--- src/xt_bus_pkg.sv ---
// Address map and read source encoding for the XT peripheral glue
// Shared by the I/O decoder, the EMS mapper and the read-data path
package xt_bus_pkg;

    // Bus widths
    localparam int bus_addr_w     = 20;
    localparam int bus_data_w     = 8;
    localparam int io_port_w      = 16;
    localparam int io_block_sel_w = 3;

    // 32-byte blocks in 000h-0FFh, one per external chip
    localparam logic [io_block_sel_w-1:0] blk_dma      = 3'd0;
    localparam logic [io_block_sel_w-1:0] blk_pic      = 3'd1;
    localparam logic [io_block_sel_w-1:0] blk_pit      = 3'd2;
    localparam logic [io_block_sel_w-1:0] blk_ppi      = 3'd3;
    localparam logic [io_block_sel_w-1:0] blk_dma_page = 3'd4;

    // Local registers
    localparam logic [io_port_w-1:0] ems_io_base   = 16'h0260;
    localparam logic [io_port_w-1:0] lpt_data_port = 16'h0378;
    localparam logic [io_port_w-1:0] lpt_ctl_port  = 16'h0379;

    // DSS-full flag position in the parallel status byte
    localparam int lpt_dss_full_bit = 6;

    typedef enum logic [2:0] {
        src_none,
        src_inta,
        src_pic,
        src_pit,
        src_ppi,
        src_ems,
        src_lpt_data,
        src_lpt_ctl
    } read_src_e;

endpackage

--- src/xt_ems_pkg.sv ---
// EMS page mapper constants and window page bases
// Four slots of 16 KB, each holding a 7-bit page number
package xt_ems_pkg;

    localparam int ems_slots  = 4;
    localparam int ems_slot_w = 2;
    localparam int ems_map_w  = 7;

    // Write codes
    localparam logic [7:0] ems_disable_code = 8'hFF;
    localparam logic [7:0] ems_map_limit    = 8'h80;

    // Readback of a disabled slot
    localparam logic [7:0] ems_empty_read = 8'hFF;

    // Top four address bits of the 64 KB window
    typedef enum logic [3:0] {
        page_a000 = 4'b1010,
        page_c000 = 4'b1100,
        page_d000 = 4'b1101
    } ems_page_e;

endpackage

--- src/io_decoder.sv ---
// I/O address decoder for the XT peripheral block
// Active-low selects for the external chips, active-high selects
// for the registers kept in this block; purely combinational
module io_decoder (
    input  logic [xt_bus_pkg::bus_addr_w-1:0] address_i,
    input  logic                              address_enable_n_i,
    input  logic                              io_read_n_i,
    input  logic                              io_write_n_i,
    output logic                              dma_cs_n_o,
    output logic                              pic_cs_n_o,
    output logic                              pit_cs_n_o,
    output logic                              ppi_cs_n_o,
    output logic                              dma_page_cs_n_o,
    output logic                              pic_sel_o,
    output logic                              pit_sel_o,
    output logic                              ppi_sel_o,
    output logic                              ems_sel_o,
    output logic                              lpt_data_sel_o,
    output logic                              lpt_ctl_sel_o,
    output logic                              io_cycle_o
);
    import xt_bus_pkg::*;

    logic                      io_cycle;
    logic                      low_io;
    logic [io_block_sel_w-1:0] block;
    logic [io_port_w-1:0]      port;

    assign io_cycle = ~address_enable_n_i & (~io_read_n_i | ~io_write_n_i);
    assign port     = address_i[io_port_w-1:0];
    assign block    = address_i[5 +: io_block_sel_w];

    // Motherboard chips live in 000h-0FFh
    assign low_io = io_cycle & (address_i[9:8] == 2'b00);

    assign dma_cs_n_o      = ~(low_io & (block == blk_dma));
    assign pic_cs_n_o      = ~(low_io & (block == blk_pic));
    assign pit_cs_n_o      = ~(low_io & (block == blk_pit));
    assign ppi_cs_n_o      = ~(low_io & (block == blk_ppi));
    assign dma_page_cs_n_o = ~(low_io & (block == blk_dma_page));

    assign pic_sel_o = ~pic_cs_n_o;
    assign pit_sel_o = ~pit_cs_n_o;
    assign ppi_sel_o = ~ppi_cs_n_o;

    // 260h-263h
    assign ems_sel_o      = io_cycle & (port[io_port_w-1:2] == ems_io_base[io_port_w-1:2]);
    assign lpt_data_sel_o = io_cycle & (port == lpt_data_port);
    assign lpt_ctl_sel_o  = io_cycle & (port == lpt_ctl_port);
    assign io_cycle_o     = io_cycle;

    ext_cs_onehot: assert final ($onehot0({~dma_cs_n_o, ~pic_cs_n_o, ~pit_cs_n_o,
                                           ~ppi_cs_n_o, ~dma_page_cs_n_o}))
        else $error("more than one external chip select active");

endmodule

--- src/ems_mapper.sv ---
// EMS page mapper with four slot registers at 260h-263h
// Writes are registered and land one clock after the bus samples them;
// bank selects decode memory cycles inside the chosen 64 KB window
module ems_mapper (
    input  logic                                clock,
    input  logic                                reset,
    input  logic [xt_bus_pkg::bus_addr_w-1:0]   address_i,
    input  logic [xt_bus_pkg::bus_data_w-1:0]   data_i,
    input  logic                                io_write_n_i,
    input  logic                                ems_sel_i,
    input  logic                                io_cycle_i,
    input  logic                                ems_enabled_i,
    input  logic [1:0]                          ems_window_i,
    output logic [xt_ems_pkg::ems_slots-1:0]    ems_bank_o,
    output logic [xt_ems_pkg::ems_slots-1:0][xt_ems_pkg::ems_map_w-1:0] ems_map_o,
    output logic [xt_bus_pkg::bus_data_w-1:0]   ems_read_data_o
);
    import xt_bus_pkg::*;
    import xt_ems_pkg::*;

    logic [ems_slots-1:0][ems_map_w-1:0] ems_map_q;
    logic [ems_slots-1:0]                ems_ena_q;

    logic                  ems_write_q;
    logic [ems_slot_w-1:0] wr_slot_q;
    logic [ems_map_w-1:0]  wr_page_q;
    logic                  wr_ena_q;

    logic                  disable_code;
    logic                  load_code;
    logic [ems_slot_w-1:0] rd_slot;
    ems_page_e             page_base;

    assign disable_code = (data_i == ems_disable_code);
    assign load_code    = (data_i < ems_map_limit);

    // Values 80h-FEh are ignored, so only the two real codes raise the write
    always_ff @(posedge clock, posedge reset) begin
        if (reset) begin
            ems_write_q <= 1'b0;
        end else begin
            ems_write_q <= ems_sel_i & ems_enabled_i & ~io_write_n_i
                           & (disable_code | load_code);
        end
    end

    always_ff @(posedge clock) begin
        wr_slot_q <= address_i[ems_slot_w-1:0];
        wr_page_q <= disable_code ? {ems_map_w{1'b1}} : data_i[ems_map_w-1:0];
        wr_ena_q  <= ~disable_code;
    end

    always_ff @(posedge clock, posedge reset) begin
        if (reset) begin
            ems_map_q <= '0;
            ems_ena_q <= '0;
        end else if (ems_write_q) begin
            ems_map_q[wr_slot_q] <= wr_page_q;
            ems_ena_q[wr_slot_q] <= wr_ena_q;
        end
    end

    assign ems_map_o = ems_map_q;

    assign rd_slot = address_i[ems_slot_w-1:0];
    assign ems_read_data_o = ems_ena_q[rd_slot]
                           ? {{(bus_data_w - ems_map_w){1'b0}}, ems_map_q[rd_slot]}
                           : ems_empty_read;

    // Selectors 2 and 3 share the D000 window
    always_comb begin
        case (ems_window_i)
            2'd0:    page_base = page_a000;
            2'd1:    page_base = page_c000;
            default: page_base = page_d000;
        endcase
    end

    for (genvar k = 0; k < ems_slots; k++) begin : g_bank
        assign ems_bank_o[k] = ~io_cycle_i & ems_ena_q[k]
            & (address_i[bus_addr_w-1 -: ($bits(ems_page_e) + ems_slot_w)]
               == {page_base, ems_slot_w'(k)});
    end

    slot_write_only: assert property (@(posedge clock) disable iff (reset)
        !ems_write_q |=> $stable(ems_map_q) && $stable(ems_ena_q))
        else $error("EMS slot changed without a registered write");

endmodule

--- src/timer_clock_gen.sv ---
// Timer clock for the external 8253
// Toggles once per rising edge of the slow peripheral clock
module timer_clock_gen (
    input  logic clock,
    input  logic reset,
    input  logic peripheral_clock_i,
    output logic timer_clock_o
);
    logic sync_1;
    logic sync_2;
    logic prev_sync;
    logic rise;

    always_ff @(posedge clock, posedge reset) begin
        if (reset) begin
            sync_1        <= 1'b0;
            sync_2        <= 1'b0;
            prev_sync     <= 1'b0;
            timer_clock_o <= 1'b0;
        end else begin
            sync_1    <= peripheral_clock_i;
            sync_2    <= sync_1;
            prev_sync <= sync_2;
            if (rise)
                timer_clock_o <= ~timer_clock_o;
        end
    end

    assign rise = sync_2 & ~prev_sync;

endmodule

--- src/bus_readback.sv ---
// Read-data path back to the CPU bus
// Holds the parallel data latch and registers the highest-priority
// source together with the chipset-drives-bus flag
module bus_readback (
    input  logic                              clock,
    input  logic                              reset,
    input  logic                              io_read_n_i,
    input  logic                              io_write_n_i,
    input  logic                              memory_read_n_i,
    input  logic                              interrupt_acknowledge_n_i,
    input  logic [xt_bus_pkg::bus_data_w-1:0] data_i,
    input  logic                              pic_sel_i,
    input  logic                              pit_sel_i,
    input  logic                              ppi_sel_i,
    input  logic                              ems_sel_i,
    input  logic                              lpt_data_sel_i,
    input  logic                              lpt_ctl_sel_i,
    input  logic [xt_bus_pkg::bus_data_w-1:0] pic_data_i,
    input  logic [xt_bus_pkg::bus_data_w-1:0] pit_data_i,
    input  logic [xt_bus_pkg::bus_data_w-1:0] ppi_data_i,
    input  logic [xt_bus_pkg::bus_data_w-1:0] ems_read_data_i,
    input  logic                              dss_full_i,
    output logic [xt_bus_pkg::bus_data_w-1:0] data_bus_o,
    output logic                              data_bus_out_from_chipset_o
);
    import xt_bus_pkg::*;

    logic [bus_data_w-1:0] lpt_data_q;
    logic [bus_data_w-1:0] read_data;
    logic                  io_rd;
    read_src_e             read_src;
    read_src_e             src_q;

    always_ff @(posedge clock, posedge reset) begin
        if (reset)
            lpt_data_q <= '1;
        else if (lpt_data_sel_i & ~io_write_n_i)
            lpt_data_q <= data_i;
    end

    // A memory strobe together with an I/O read is a bus conflict
    assign io_rd = ~io_read_n_i & memory_read_n_i;

    // Interrupt acknowledge wins over everything
    always_comb begin
        if (~interrupt_acknowledge_n_i)
            read_src = src_inta;
        else if (io_rd & pic_sel_i)
            read_src = src_pic;
        else if (io_rd & pit_sel_i)
            read_src = src_pit;
        else if (io_rd & ppi_sel_i)
            read_src = src_ppi;
        else if (io_rd & ems_sel_i)
            read_src = src_ems;
        else if (io_rd & lpt_data_sel_i)
            read_src = src_lpt_data;
        else if (io_rd & lpt_ctl_sel_i)
            read_src = src_lpt_ctl;
        else
            read_src = src_none;
    end

    always_comb begin
        read_data = '0;
        case (read_src)
            src_inta, src_pic: read_data = pic_data_i;
            src_pit:           read_data = pit_data_i;
            src_ppi:           read_data = ppi_data_i;
            src_ems:           read_data = ems_read_data_i;
            src_lpt_data:      read_data = lpt_data_q;
            src_lpt_ctl:       read_data[lpt_dss_full_bit] = dss_full_i;
            default:           read_data = '0;
        endcase
    end

    always_ff @(posedge clock, posedge reset) begin
        if (reset) begin
            data_bus_o                  <= '0;
            data_bus_out_from_chipset_o <= 1'b0;
            src_q                       <= src_none;
        end else begin
            data_bus_o                  <= read_data;
            data_bus_out_from_chipset_o <= (read_src != src_none);
            src_q                       <= read_src;
        end
    end

    no_drive_when_idle: assert property (@(posedge clock) disable iff (reset)
        (src_q == src_none) |-> !data_bus_out_from_chipset_o)
        else $error("chipset drives the bus with no read source");

endmodule

--- src/xt_peripherals.sv ---
// XT peripheral glue top level
// The 8259, 8253 and 8255 sit outside; this block decodes their selects,
// maps EMS pages, makes the timer clock and muxes read data
module xt_peripherals (
    input  logic                                clock,
    input  logic                                reset,
    input  logic [xt_bus_pkg::bus_addr_w-1:0]   address_i,
    input  logic [xt_bus_pkg::bus_data_w-1:0]   data_i,
    input  logic                                address_enable_n_i,
    input  logic                                io_read_n_i,
    input  logic                                io_write_n_i,
    input  logic                                memory_read_n_i,
    input  logic                                interrupt_acknowledge_n_i,
    input  logic                                ems_enabled_i,
    input  logic [1:0]                          ems_window_i,
    input  logic                                peripheral_clock_i,
    input  logic [xt_bus_pkg::bus_data_w-1:0]   pic_data_i,
    input  logic [xt_bus_pkg::bus_data_w-1:0]   pit_data_i,
    input  logic [xt_bus_pkg::bus_data_w-1:0]   ppi_data_i,
    input  logic                                dss_full_i,
    output logic                                dma_cs_n_o,
    output logic                                pic_cs_n_o,
    output logic                                pit_cs_n_o,
    output logic                                ppi_cs_n_o,
    output logic                                dma_page_cs_n_o,
    output logic [xt_ems_pkg::ems_slots-1:0]    ems_bank_o,
    output logic [xt_ems_pkg::ems_slots-1:0][xt_ems_pkg::ems_map_w-1:0] ems_map_o,
    output logic                                timer_clock_o,
    output logic [xt_bus_pkg::bus_data_w-1:0]   data_bus_o,
    output logic                                data_bus_out_from_chipset_o
);
    import xt_bus_pkg::*;

    logic                  pic_sel;
    logic                  pit_sel;
    logic                  ppi_sel;
    logic                  ems_sel;
    logic                  lpt_data_sel;
    logic                  lpt_ctl_sel;
    logic                  io_cycle;
    logic [bus_data_w-1:0] ems_read_data;

    io_decoder u_io_decoder (
        .address_i          (address_i),
        .address_enable_n_i (address_enable_n_i),
        .io_read_n_i        (io_read_n_i),
        .io_write_n_i       (io_write_n_i),
        .dma_cs_n_o         (dma_cs_n_o),
        .pic_cs_n_o         (pic_cs_n_o),
        .pit_cs_n_o         (pit_cs_n_o),
        .ppi_cs_n_o         (ppi_cs_n_o),
        .dma_page_cs_n_o    (dma_page_cs_n_o),
        .pic_sel_o          (pic_sel),
        .pit_sel_o          (pit_sel),
        .ppi_sel_o          (ppi_sel),
        .ems_sel_o          (ems_sel),
        .lpt_data_sel_o     (lpt_data_sel),
        .lpt_ctl_sel_o      (lpt_ctl_sel),
        .io_cycle_o         (io_cycle)
    );

    ems_mapper u_ems_mapper (
        .clock           (clock),
        .reset           (reset),
        .address_i       (address_i),
        .data_i          (data_i),
        .io_write_n_i    (io_write_n_i),
        .ems_sel_i       (ems_sel),
        .io_cycle_i      (io_cycle),
        .ems_enabled_i   (ems_enabled_i),
        .ems_window_i    (ems_window_i),
        .ems_bank_o      (ems_bank_o),
        .ems_map_o       (ems_map_o),
        .ems_read_data_o (ems_read_data)
    );

    timer_clock_gen u_timer_clock_gen (
        .clock              (clock),
        .reset              (reset),
        .peripheral_clock_i (peripheral_clock_i),
        .timer_clock_o      (timer_clock_o)
    );

    bus_readback u_bus_readback (
        .clock                       (clock),
        .reset                       (reset),
        .io_read_n_i                 (io_read_n_i),
        .io_write_n_i                (io_write_n_i),
        .memory_read_n_i             (memory_read_n_i),
        .interrupt_acknowledge_n_i   (interrupt_acknowledge_n_i),
        .data_i                      (data_i),
        .pic_sel_i                   (pic_sel),
        .pit_sel_i                   (pit_sel),
        .ppi_sel_i                   (ppi_sel),
        .ems_sel_i                   (ems_sel),
        .lpt_data_sel_i              (lpt_data_sel),
        .lpt_ctl_sel_i               (lpt_ctl_sel),
        .pic_data_i                  (pic_data_i),
        .pit_data_i                  (pit_data_i),
        .ppi_data_i                  (ppi_data_i),
        .ems_read_data_i             (ems_read_data),
        .dss_full_i                  (dss_full_i),
        .data_bus_o                  (data_bus_o),
        .data_bus_out_from_chipset_o (data_bus_out_from_chipset_o)
    );

endmodule

--- config.mk ---
export PLATFORM = sky130hd
export DESIGN_NAME = xt_peripherals
export DESIGN_NICKNAME = d
export VERILOG_FILES = /design/src/xt_bus_pkg.sv /design/src/xt_ems_pkg.sv /design/src/io_decoder.sv /design/src/ems_mapper.sv /design/src/timer_clock_gen.sv /design/src/bus_readback.sv /design/src/xt_peripherals.sv
export SDC_FILE = /design/constraint.sdc
export NUM_CORES = 1
export LEC_CHECK = 0
export BUFFER_PORTS_ARGS = -buffer_cell sky130_fd_sc_hd__buf_2
export CAP_MARGIN = 5
export CORE_MARGIN = 8
export CORE_UTILIZATION = 50
export DETAILED_ROUTE_END_ITERATION = 8
export PLACE_DENSITY_LB_ADDON = 0.05
export SKIP_CTS_REPAIR_TIMING = 1
export SLEW_MARGIN = 40
export SYNTH_ARGS = -nofsm -noshare
export SYNTH_HDL_FRONTEND = slang
export SYNTH_HIERARCHICAL = 1
export SYNTH_SLANG_ARGS = --single-unit
--- constraint.sdc ---
create_clock -name clock -period 1.95 [get_ports clock]
set_input_delay 0.39 -clock clock [delete_from_list [all_inputs] [get_ports clock]]
set_output_delay 0.39 -clock clock [all_outputs]
set_load 0.01 [all_outputs]
==> results of run 1 <==
## worst min path at each step
stage	startpoint	depth (start not counted)	end	slack (ns)
4_1_cts	reset	2	u_timer_clock_gen/sync_2	-0.07
2_1_floorplan	reset	1	u_timer_clock_gen/prev_sync	0.16
3_3_place_gp	reset	2	u_timer_clock_gen/sync_1	0.29
6_report	peripheral_clock_i	1	u_timer_clock_gen/sync_1	0.16
5_1_grt	peripheral_clock_i	1	u_timer_clock_gen/sync_1	0.14
3_5_place_dp	reset	2	u_timer_clock_gen/sync_2	0.30
## layout make-up
type	count	share of cell area [%]
Multi-Input combinational cell	168	37.2
Sequential cell	64	35.0
Timing Repair Buffer	152	20.7
Clock buffer	12	3.70
Tap cell	77	2.16
Inverter	7	0.645
Clock inverter	4	0.617
## state kept, by name (all words and copies together) (netlist names), 2 cells and up
register                   flops
u_bus_readback/data_bus_o      8
u_ems_mapper/wr_page_q         7
u_ems_mapper/ems_map_o        28
u_bus_readback/lpt_data_q      8
u_ems_mapper/ems_ena_q         4
u_ems_mapper/wr_slot_q         2
## routing by layer
| metal | track usage [%] | share of wire, % | vias to the layer above |
|---|---|---|---|
| li1 | - | - | 1251 |
| met1 | 24.3 | 43 | 1278 |
| met2 | 29.9 | 49 | 85 |
| met3 | 5.91 | 8.1 | 6 |
| met4 | 4.99 | 0.53 | 0 |
| met5 | 0 | 0 | - |
## report_power, final
group	internal, mW	switching, mW	total [mW]
Sequential	1.36	0.0253	1.38
Clock	0.565	0.492	1.06
Combinational	0.153	0.136	0.289
Total	2.08	0.654	2.73
## cell families after synthesis
| kind of cell | after synthesis | share of synthesized area [%] |
|---|---|---|
| muxes | 49 | 20.3 |
| and+or+nand+nor | 78 | 16.6 |
| xor gates and xnor gates | 1 | 0.516 |
| AOI/OAI and AO/OA | 40 | 10.2 |
| buffers and inverters | 20 | 2.90 |
| DFF | 64 | 49.5 |
## metrics by stage
step,power (mW),utilization (%),setup TNS (ns),cells,setup WS (ns)
3_5_place_dp,1.66,65.2,-17.26,463,-1.18
2_1_floorplan,1.52,-,-12.14,252,-0.973
5_1_grt,2.86,71.5,-10.90,484,-0.845
6_report,2.73,71.5,-9.66,484,-0.788
3_3_place_gp,1.66,65.2,-16.65,463,-1.15
4_1_cts,2.73,68.3,-11.08,479,-0.819
## Yosys cell counts (2+ instances only)
library cell                n
sky130_fd_sc_hd__mux4_2     8
sky130_fd_sc_hd__nand2b_1   7
sky130_fd_sc_hd__or4b_4     2
sky130_fd_sc_hd__a22o_1     7
sky130_fd_sc_hd__a21oi_1   10
sky130_fd_sc_hd__nand3b_2   2
sky130_fd_sc_hd__dfxtp_1   10
sky130_fd_sc_hd__mux2_2    40
sky130_fd_sc_hd__inv_1      7
sky130_fd_sc_hd__dfrtp_1   46
sky130_fd_sc_hd__nor2_1     5
sky130_fd_sc_hd__dfstp_2    8
sky130_fd_sc_hd__buf_4      2
sky130_fd_sc_hd__clkbuf_1   9
sky130_fd_sc_hd__nor2b_1    5
sky130_fd_sc_hd__a211o_1    8
sky130_fd_sc_hd__nand3_1   18
sky130_fd_sc_hd__a21o_1     2
sky130_fd_sc_hd__o21ai_0    3
sky130_fd_sc_hd__nor3_2     2
sky130_fd_sc_hd__a211oi_1   2
sky130_fd_sc_hd__nand2_1   15
## worst max-delay path: cells and delay by family
family          cells  cell delay, ns
compound gates      3            1.05
simple gates        4            1.42
buf+inv             1            0.09
==> flow_results.org, run 1 <==
** Timing
- Clock skew on the completed layout was measured at 0.00916 ns.
- Final worst-path setup slack :: -0.788 ns
- Maximum frequency from static timing analysis :: 0.365 GHz
- Setup repair after global routing could not meet its margin everywhere.
- Clock period minus worst slack :: 2.74 ns
- Headroom to the max-slew limit came out at 59.3%.
- Hold is met by 0.156 ns.
- Final Hold Viols :: 0
- The final count of pins violating max slew is 0.
- Transition time of the tightest slew-check pin :: 0.610 ns
- Setup violations remaining at the end of the flow were counted as 20.
- Crit share post-route :: 140%

** Global routing
- Vias in the first global route :: 2677
- Entering global routing, the biggest net connects 34 pins.
- First-pass GRT wire length :: 13200 um
- Sum of overflow across all layers after global routing :: 0
- Overall fraction of global-route tracks in use :: 18.8%
- Number of antenna violations at the first check in global routing :: 0

** Logic synthesis
- Post-synthesis sequential element count :: 64
- The number of different library cells used by synthesis comes to 56.
- Yosys mapped a number of flops with a built-in enable equal to 0.
- Area leader, netlist :: sky130_fd_sc_hd__dfrtp_1
- The synthesized netlist occupies a cell area of 0.00315 mm2.
- Yosys top cell area share :: 36.5%
- Dominant register cell in the synthesized netlist :: sky130_fd_sc_hd__dfrtp_1
- Yosys printed 6 warnings.
- Each instance of the synthesized netlist takes up on average 12.5 um2.
- Syn_nets :: 316
- Dominant cells by area after synthesis :: sky130_fd_sc_hd__dfrtp_1 36%, sky130_fd_sc_hd__mux2_2 14%, sky130_fd_sc_hd__dfstp_2 6.7%
- For this run, asynchronously set or reset flops after synthesis account for 84.4%.
- The share of the Yosys chip area taken by registers is 49.5%.
- Synthesis produced 252 cells.

** Worst setup path
- The endpoint identified for the worst register-to-register timing path is u_bus_readback/data_bus_o[1].
- Data arrival at the endpoint of the critical path :: 2.95 ns
- Of all nets on the critical path, the largest fanout is 8.
- STA classifies the critical path endpoint as a flip-flop.
- The worst register-to-register path has a depth of 5.
- Following the worst setup path forward leads to its endpoint at u_bus_readback/data_bus_o[4].
- Critical-path top delay cell :: sky130_fd_sc_hd__or4b_4
- The worst setup path is launched from an input port.
- For the worst setup path, the data required time is 2.16 ns.
- The critical path starts at address_i[2].
- For flop-to-flop paths, the worst setup slack is 0.30 ns.
- The critical path is of the input port to flip-flop type.
- R2r startpoint :: u_ems_mapper/ems_ena_q[3]
- The signal on the critical path passes through buf_6, or4b_4, or4b_4, nor4_4, nor2b_4, o311a_4, o311a_4, a211o_1.
- CP peak stage delay :: 0.57 ns

** Pwr
- VDD IR max :: 0.000545 V
- PD cells :: 612 mW/mm2
- Static leakage power :: 2.25 nW

** Drt
- After detailed routing, the total wire length is 8600 um.
- Starting DRT DRC Count :: 80
- The pre-antenna-repair detailed-routing pass consisted of 4 iterations.
- Vias per cell :: 5.41
- Dividing the detail-routed wire length by the instance count gives 17.8 um.
- Vias :: 2620
- The count of nets left with antenna violations once routing finished came out at 0.
- DR DRC count :: 0

** Die
- The die is 95.4 um tall.
- After floorplanning, the core was sized to cover 0.00624 mm2.
- The die covers 0.00911 mm2.
- During I/O placement, the number of pins put on the boundary was 111.
- Initial Util :: 50.5%
- Measured along the x axis, the die boundary spans 95.4 um.
- In this run the core area contains 29 standard-cell rows.

** Cells and area
- In the layout the commonest cells are 105 x sky130_fd_sc_hd__buf_2, 46 x sky130_fd_sc_hd__dfrtp_1, 37 x sky130_fd_sc_hd__buf_4.
- For this run, the post-layout net count is 466.
- Across the whole layout, storage elements account for 0.00156 mm2.
- Final instance area :: 0.00446 mm2
- Area added between synthesis and finish :: 41.5%
- The repair_antennas step left the layout with diodes totalling 0.
- In the final layout, the multi-input gates occupy 0.00166 mm2.
- In the final layout, the share of cells above drive strength 1 is 62.9%.
- Total of fill cells in the finished design :: 494
- The library cell used most frequently in the layout, excluding fill and tap cells, is sky130_fd_sc_hd__buf_2.

** Placement
- IO Port Bufs :: 110
- Once detailed placement completed, the half-perimeter wirelength came to 6410 um.
- Area post-placement :: 0.00407 mm2
- Routability congestion estimate from global placement :: 0.790

** Clock network
- Maximum clock insertion buffer count :: 2
- Sinks on Clock Net :: 64
- Clock root cell :: sky130_fd_sc_hd__clkbuf_8
- Clock-pin slew was measured on the worst setup and hold paths at 0.07 ns.
- The clock reaches the later pin of the worst-skew pair after 0.33 ns.
- Counting the buffers created by CTS gives 9.
- TritonCTS built the clock tree.
- CTS built an H-tree with a depth of 3.

** Outcome
- Status :: finished with violations
- The checks that failed: setup timing.

** Worst hold path
- The worst hold path belongs to the class input port to flip-flop.

** Run
- Number of maximum-capacitance constraint violations :: 0
Note: power is estimated with default switching activity, not from simulation.
==> inputs of run 2 (changes only) <==
ABC_AREA = 1   (was default)
CORE_UTILIZATION = 51   (was 50)
==> run 2 against run 1 <==
Effect of this change:
- the run now ends clean
- core utilization is 7.3 points lower
- total power is 3.2% lower
- sequential share of layout area is 1.4 points higher
- routed wire length hardly changed
- non-clock buffer count is 29 lower
- largest power group unchanged
==> flow_results.org, run 2 <==
** Drt
- Vias per cell :: 4.82 (was 5.41)
- The final routed wire length divided by cell count is 13.2 um (was 17.8 um).
- The detailed-route wire length on metal 1 is 4090 um (was 3680 um).
- Starting DRT DRC Count :: 104 (was 80)
- The total vias in the final route was 3140 (was 2620).
- Number of routed nets with antenna violations :: 0 (unchanged)
- Met3 Wirelength :: 530 um (was 700 um)
- The routed length on met2 came to 3950 um (was 4170 um).
- DR DRC count :: 0 (unchanged)
- Overall routed net length :: 8600 um (about the same)
- The uppermost layer routed is met4 (unchanged).
- Router iterations before antenna repair :: 5 (was 4)

** Placement
- The number of cells after detailed placement was 635 (was 463).
- Routability congestion estimate from global placement :: 0.783 (was 0.790)
- Area post-placement :: 0.00410 mm2 (was 0.00407 mm2)
- HPWL after DPL :: 6850 um (was 6410 um)
- IO Port Bufs :: 110 (unchanged)

** Timing
- Setup repair after global routing missed its margin :: no (was yes)
- The worst-margin pin slew was 0.629 ns (was 0.610 ns).
- The largest clock skew in the final design is 0.00642 ns (was 0.00916 ns).
- The fmax came to 0.575 GHz (was 0.365 GHz).
- Final Setup Violations :: 0 (was 20)
- The final cycle utilization of the critical path is 89.2% (was 140%).
- Final Hold Viols :: 0 (unchanged)
- Clock period minus worst slack :: 1.74 ns (was 2.74 ns)
- The relative slew slack is 58.0% (was 59.3%).
- Number of slew-limit violations in the final report :: 0 (unchanged)

** Pwr
- The switching share of total power came to 24.9% (was 23.9%).
- Cell-internal power :: 1.99 mW (was 2.08 mW)
- Net load switching power :: 0.657 mW (was 0.654 mW)
- The clock network fraction of design power is 38.3% (was 38.7%).
- The leakage power is 2.35 nW (was 2.25 nW).
- VDD IR max :: 0.000351 V (was 0.000545 V)
- PD cells :: 616 mW/mm2 (was 612 mW/mm2)
- The post-layout total power came to 2.64 mW (was 2.73 mW).
- Combinational share of power :: 10.1% (was 10.6%)
- The sequential share of power is 51.6% (was 50.7%).

** Die
- Die X-Extent :: 98.6 um (was 95.4 um)
- The die footprint is 0.00972 mm2 (was 0.00911 mm2).
- Initial Util :: 52.1% (was 50.5%)
- Core Region :: 0.00668 mm2 (was 0.00624 mm2)
- Boundary Pins :: 111 (unchanged)
- The row count is 30 (was 29).
- Height of the chip :: 98.6 um (was 95.4 um)

** Global routing
- The number of global-route vias before repair was 3271 (was 2677).
- The total global routing track utilization came to 18.5% (was 18.8%).
- The maximum number of pins on one net before global-route repair was 34 (unchanged).
- Number of antenna violations at the first check in global routing :: 0 (unchanged)
- The global route total overflow came to 0 (unchanged).
- The global-route wire length before repair was 14700 um (was 13200 um).

** Logic synthesis
- Number of enable-type register cells in the synthesized netlist :: 0 (unchanged)
- Dominant cells by area after synthesis :: sky130_fd_sc_hd__dfrtp_1 33%, sky130_fd_sc_hd__nand2_1 12%, sky130_fd_sc_hd__nor2_1 6.5% (was sky130_fd_sc_hd__dfrtp_1 36%, sky130_fd_sc_hd__mux2_2 14%, sky130_fd_sc_hd__dfstp_2 6.7%)
- Area leader, netlist :: sky130_fd_sc_hd__dfrtp_1 (unchanged)
- Most frequent cell after synthesis :: sky130_fd_sc_hd__nand2_1 (was sky130_fd_sc_hd__dfrtp_1)
- The gate count after technology mapping is 450 (was 252).
- The yosys synthesis warning count was 6 (unchanged).
- Combined area of all synthesized cells :: 0.00348 mm2 (was 0.00315 mm2)
- The async set-reset flop share out of synthesis is 84.4% (unchanged).
- The average cell area after synthesis came to 7.73 um2 (was 12.5 um2).
- Post-synthesis sequential element count :: 64 (unchanged)
- Post-synth cell types :: 30 (was 56)
- The top flip-flop cell by instance count after synthesis is sky130_fd_sc_hd__dfrtp_1 (unchanged).
- The sequential element share of the synthesized area was 44.9% (was 49.5%).
- Yosys top cell area share :: 33.1% (was 36.5%)
- List of most frequent post-synthesis cells: 112 x sky130_fd_sc_hd__nand2_1, 60 x sky130_fd_sc_hd__nor2_1, 49 x sky130_fd_sc_hd__inv_1 (was 46 x sky130_fd_sc_hd__dfrtp_1, 40 x sky130_fd_sc_hd__mux2_2, 18 x sky130_fd_sc_hd__nand3_1).
- The synthesized net count is 514 (was 316).

** Clock network
- The number of H-tree levels was 3 (unchanged).
- The clock-pin transition on the worst setup and hold timing paths is 0.06 ns (was 0.07 ns).
- The maximum buffer depth of the clock tree is 2 (unchanged).
- Clock tree from TritonCTS :: built (unchanged)
- Skew-Pair Late Insertion Delay :: 0.33 ns (about the same)
- Sinks on Clock Net :: 64 (unchanged)
- The total clock buffers created by CTS is 9 (unchanged).
- The clock tree root driver cell is sky130_fd_sc_hd__clkbuf_8 (unchanged).

** Cells and area
- Sequential cell area :: 0.00156 mm2 (unchanged)
- The number of fillers in the final layout came to 603 (was 494).
- The count of antenna diodes in the layout came to 0 (unchanged).
- Highest-count cells in the layout ignoring fill and taps: 112 x sky130_fd_sc_hd__nand2_1, 110 x sky130_fd_sc_hd__buf_2, 60 x sky130_fd_sc_hd__nor2_1 (was 105 x sky130_fd_sc_hd__buf_2, 46 x sky130_fd_sc_hd__dfrtp_1, 37 x sky130_fd_sc_hd__buf_4).
- Area added between synthesis and finish :: 23.3% (was 41.5%)
- Final standard cell utilization of the core :: 64.2% (was 71.5%)
- The proportion of layout cells with a drive suffix above 1 is 36.5% (was 62.9%).
- The flip-flop count of the largest register after layout was 28 (unchanged).
- Multi-input gate area in the final layout :: 0.00160 mm2 (was 0.00166 mm2)
- The final layout net count was 631 (was 466).
- Most frequent standard cell in the layout excluding fill and tap cells :: sky130_fd_sc_hd__nand2_1 (was sky130_fd_sc_hd__buf_2)
- The number of standard cells in the layout, taps in and fillers out was 652 (was 484).
- The cell area after layout was 0.00429 mm2 (was 0.00446 mm2).

** Worst setup path
- The data arrival time at the worst-slack endpoint came to 1.35 ns (was 2.95 ns).
- Critical path class :: input port to output port (was input port to flip-flop)
- Top fanout value on the critical path :: 4 (was 8)
- The sort of element at the end of the critical path is an output port (was flip-flop).
- The critical-path cell with the highest stage delay was sky130_fd_sc_hd__nor3_1 (was sky130_fd_sc_hd__or4b_4).
- Cells along the critical path: buf_2, nand2_1, nand2_1, inv_2, buf_4, nor2_1, nand3_1, nor3_1, buf_2 (was buf_6, or4b_4, or4b_4, nor4_4, nor2b_4, o311a_4, o311a_4, a211o_1).
- The startpoint of the worst register-to-register path is u_ems_mapper/ems_ena_q[0] (was u_ems_mapper/ems_ena_q[3]).
- Startpoint class of the critical path :: input port (unchanged)
- Launching element of the worst setup path :: io_read_n_i (was address_i[2])
- The critical path data required time came to 1.56 ns (was 2.16 ns).
- CP peak stage delay :: 0.17 ns (was 0.57 ns)

** Outcome
- Status :: finished, final reports clean (was finished with violations)

** Run
- The max capacitance violation total is 0 (unchanged).

** Worst hold path
- The worst min-delay path startpoint was peripheral_clock_i (unchanged).
- Class of the tightest hold or removal check :: input port to flip-flop (unchanged)
[run 2: final timing paths]
| check | to | slack, ns | depth (start not counted) |
|---|---|---|---|
| worst max-delay path | ems_bank_o[0] | 0.21 | 9 |
| worst min-delay path | u_timer_clock_gen/sync_1 | 0.17 | 1 |
| worst max register to register | u_bus_readback/data_bus_o[2] | 0.57 | 9 |
| worst min register to register | u_timer_clock_gen/sync_2 | 0.35 | 0 |
| max in group asynchronous | u_bus_readback/data_bus_out_from_chipset_o | 0.83 | 3 |
| min in group asynchronous | u_timer_clock_gen/prev_sync | 0.52 | 3 |
[run 2: power groups by stage]
stage,Combinational [mW],Clock (mW),Sequential [mW]
floorplan,0.131,0,1.39
global placement,0.262,0,1.39
detailed placement,0.268,0,1.39
CTS,0.268,1.04,1.36
global route,0.305,1.10,1.37
finish,0.268,1.01,1.36
[run 2: worst max-delay path, delay by kind of cell]
kind | cells | cell delay (ns)
simple gates | 5 | 0.50
buf+inv | 4 | 0.44
[run 2: logic make-up after synthesis]
| kind of cell | share of synthesized area [%] |
|---|---|
| AND/OR/NAND/NOR | 33.0 |
| buffers and inverters | 9.24 |
| flip-flops | 44.9 |
| AO/OA/AOI/OAI | 10.6 |
| multiplexers | 2.27 |
[run 2: cell type report]
class	count	share of cell area, %
Timing Repair Buffer	123	15.2
Sequential cell	64	36.4
Clock buffer	13	3.70
Inverter	55	4.81
Multi-Input combinational cell	314	37.2
Clock inverter	3	0.408
Tap cell	80	2.33
[run 2: per-layer routing]
layer,track usage (%),vias to the layer above
met4,4.96,0
li1,-,1653
met3,7.05,2
met5,0,-
met2,29.8,80
met1,22.7,1405
[run 2: per-stage QoR]
step | setup TNS, ns | hold slack (ns) | worst slack (ns)
after detailed placement | -0.510 | 0.304 | -0.0868
after global routing | 0 | 0.137 | 0.0474
after floorplan | 0 | 0.156 | 0.226
after global placement | -0.266 | 0.297 | -0.0521
final | 0 | 0.166 | 0.210
after CTS | 0 | -0.0589 | 0.196
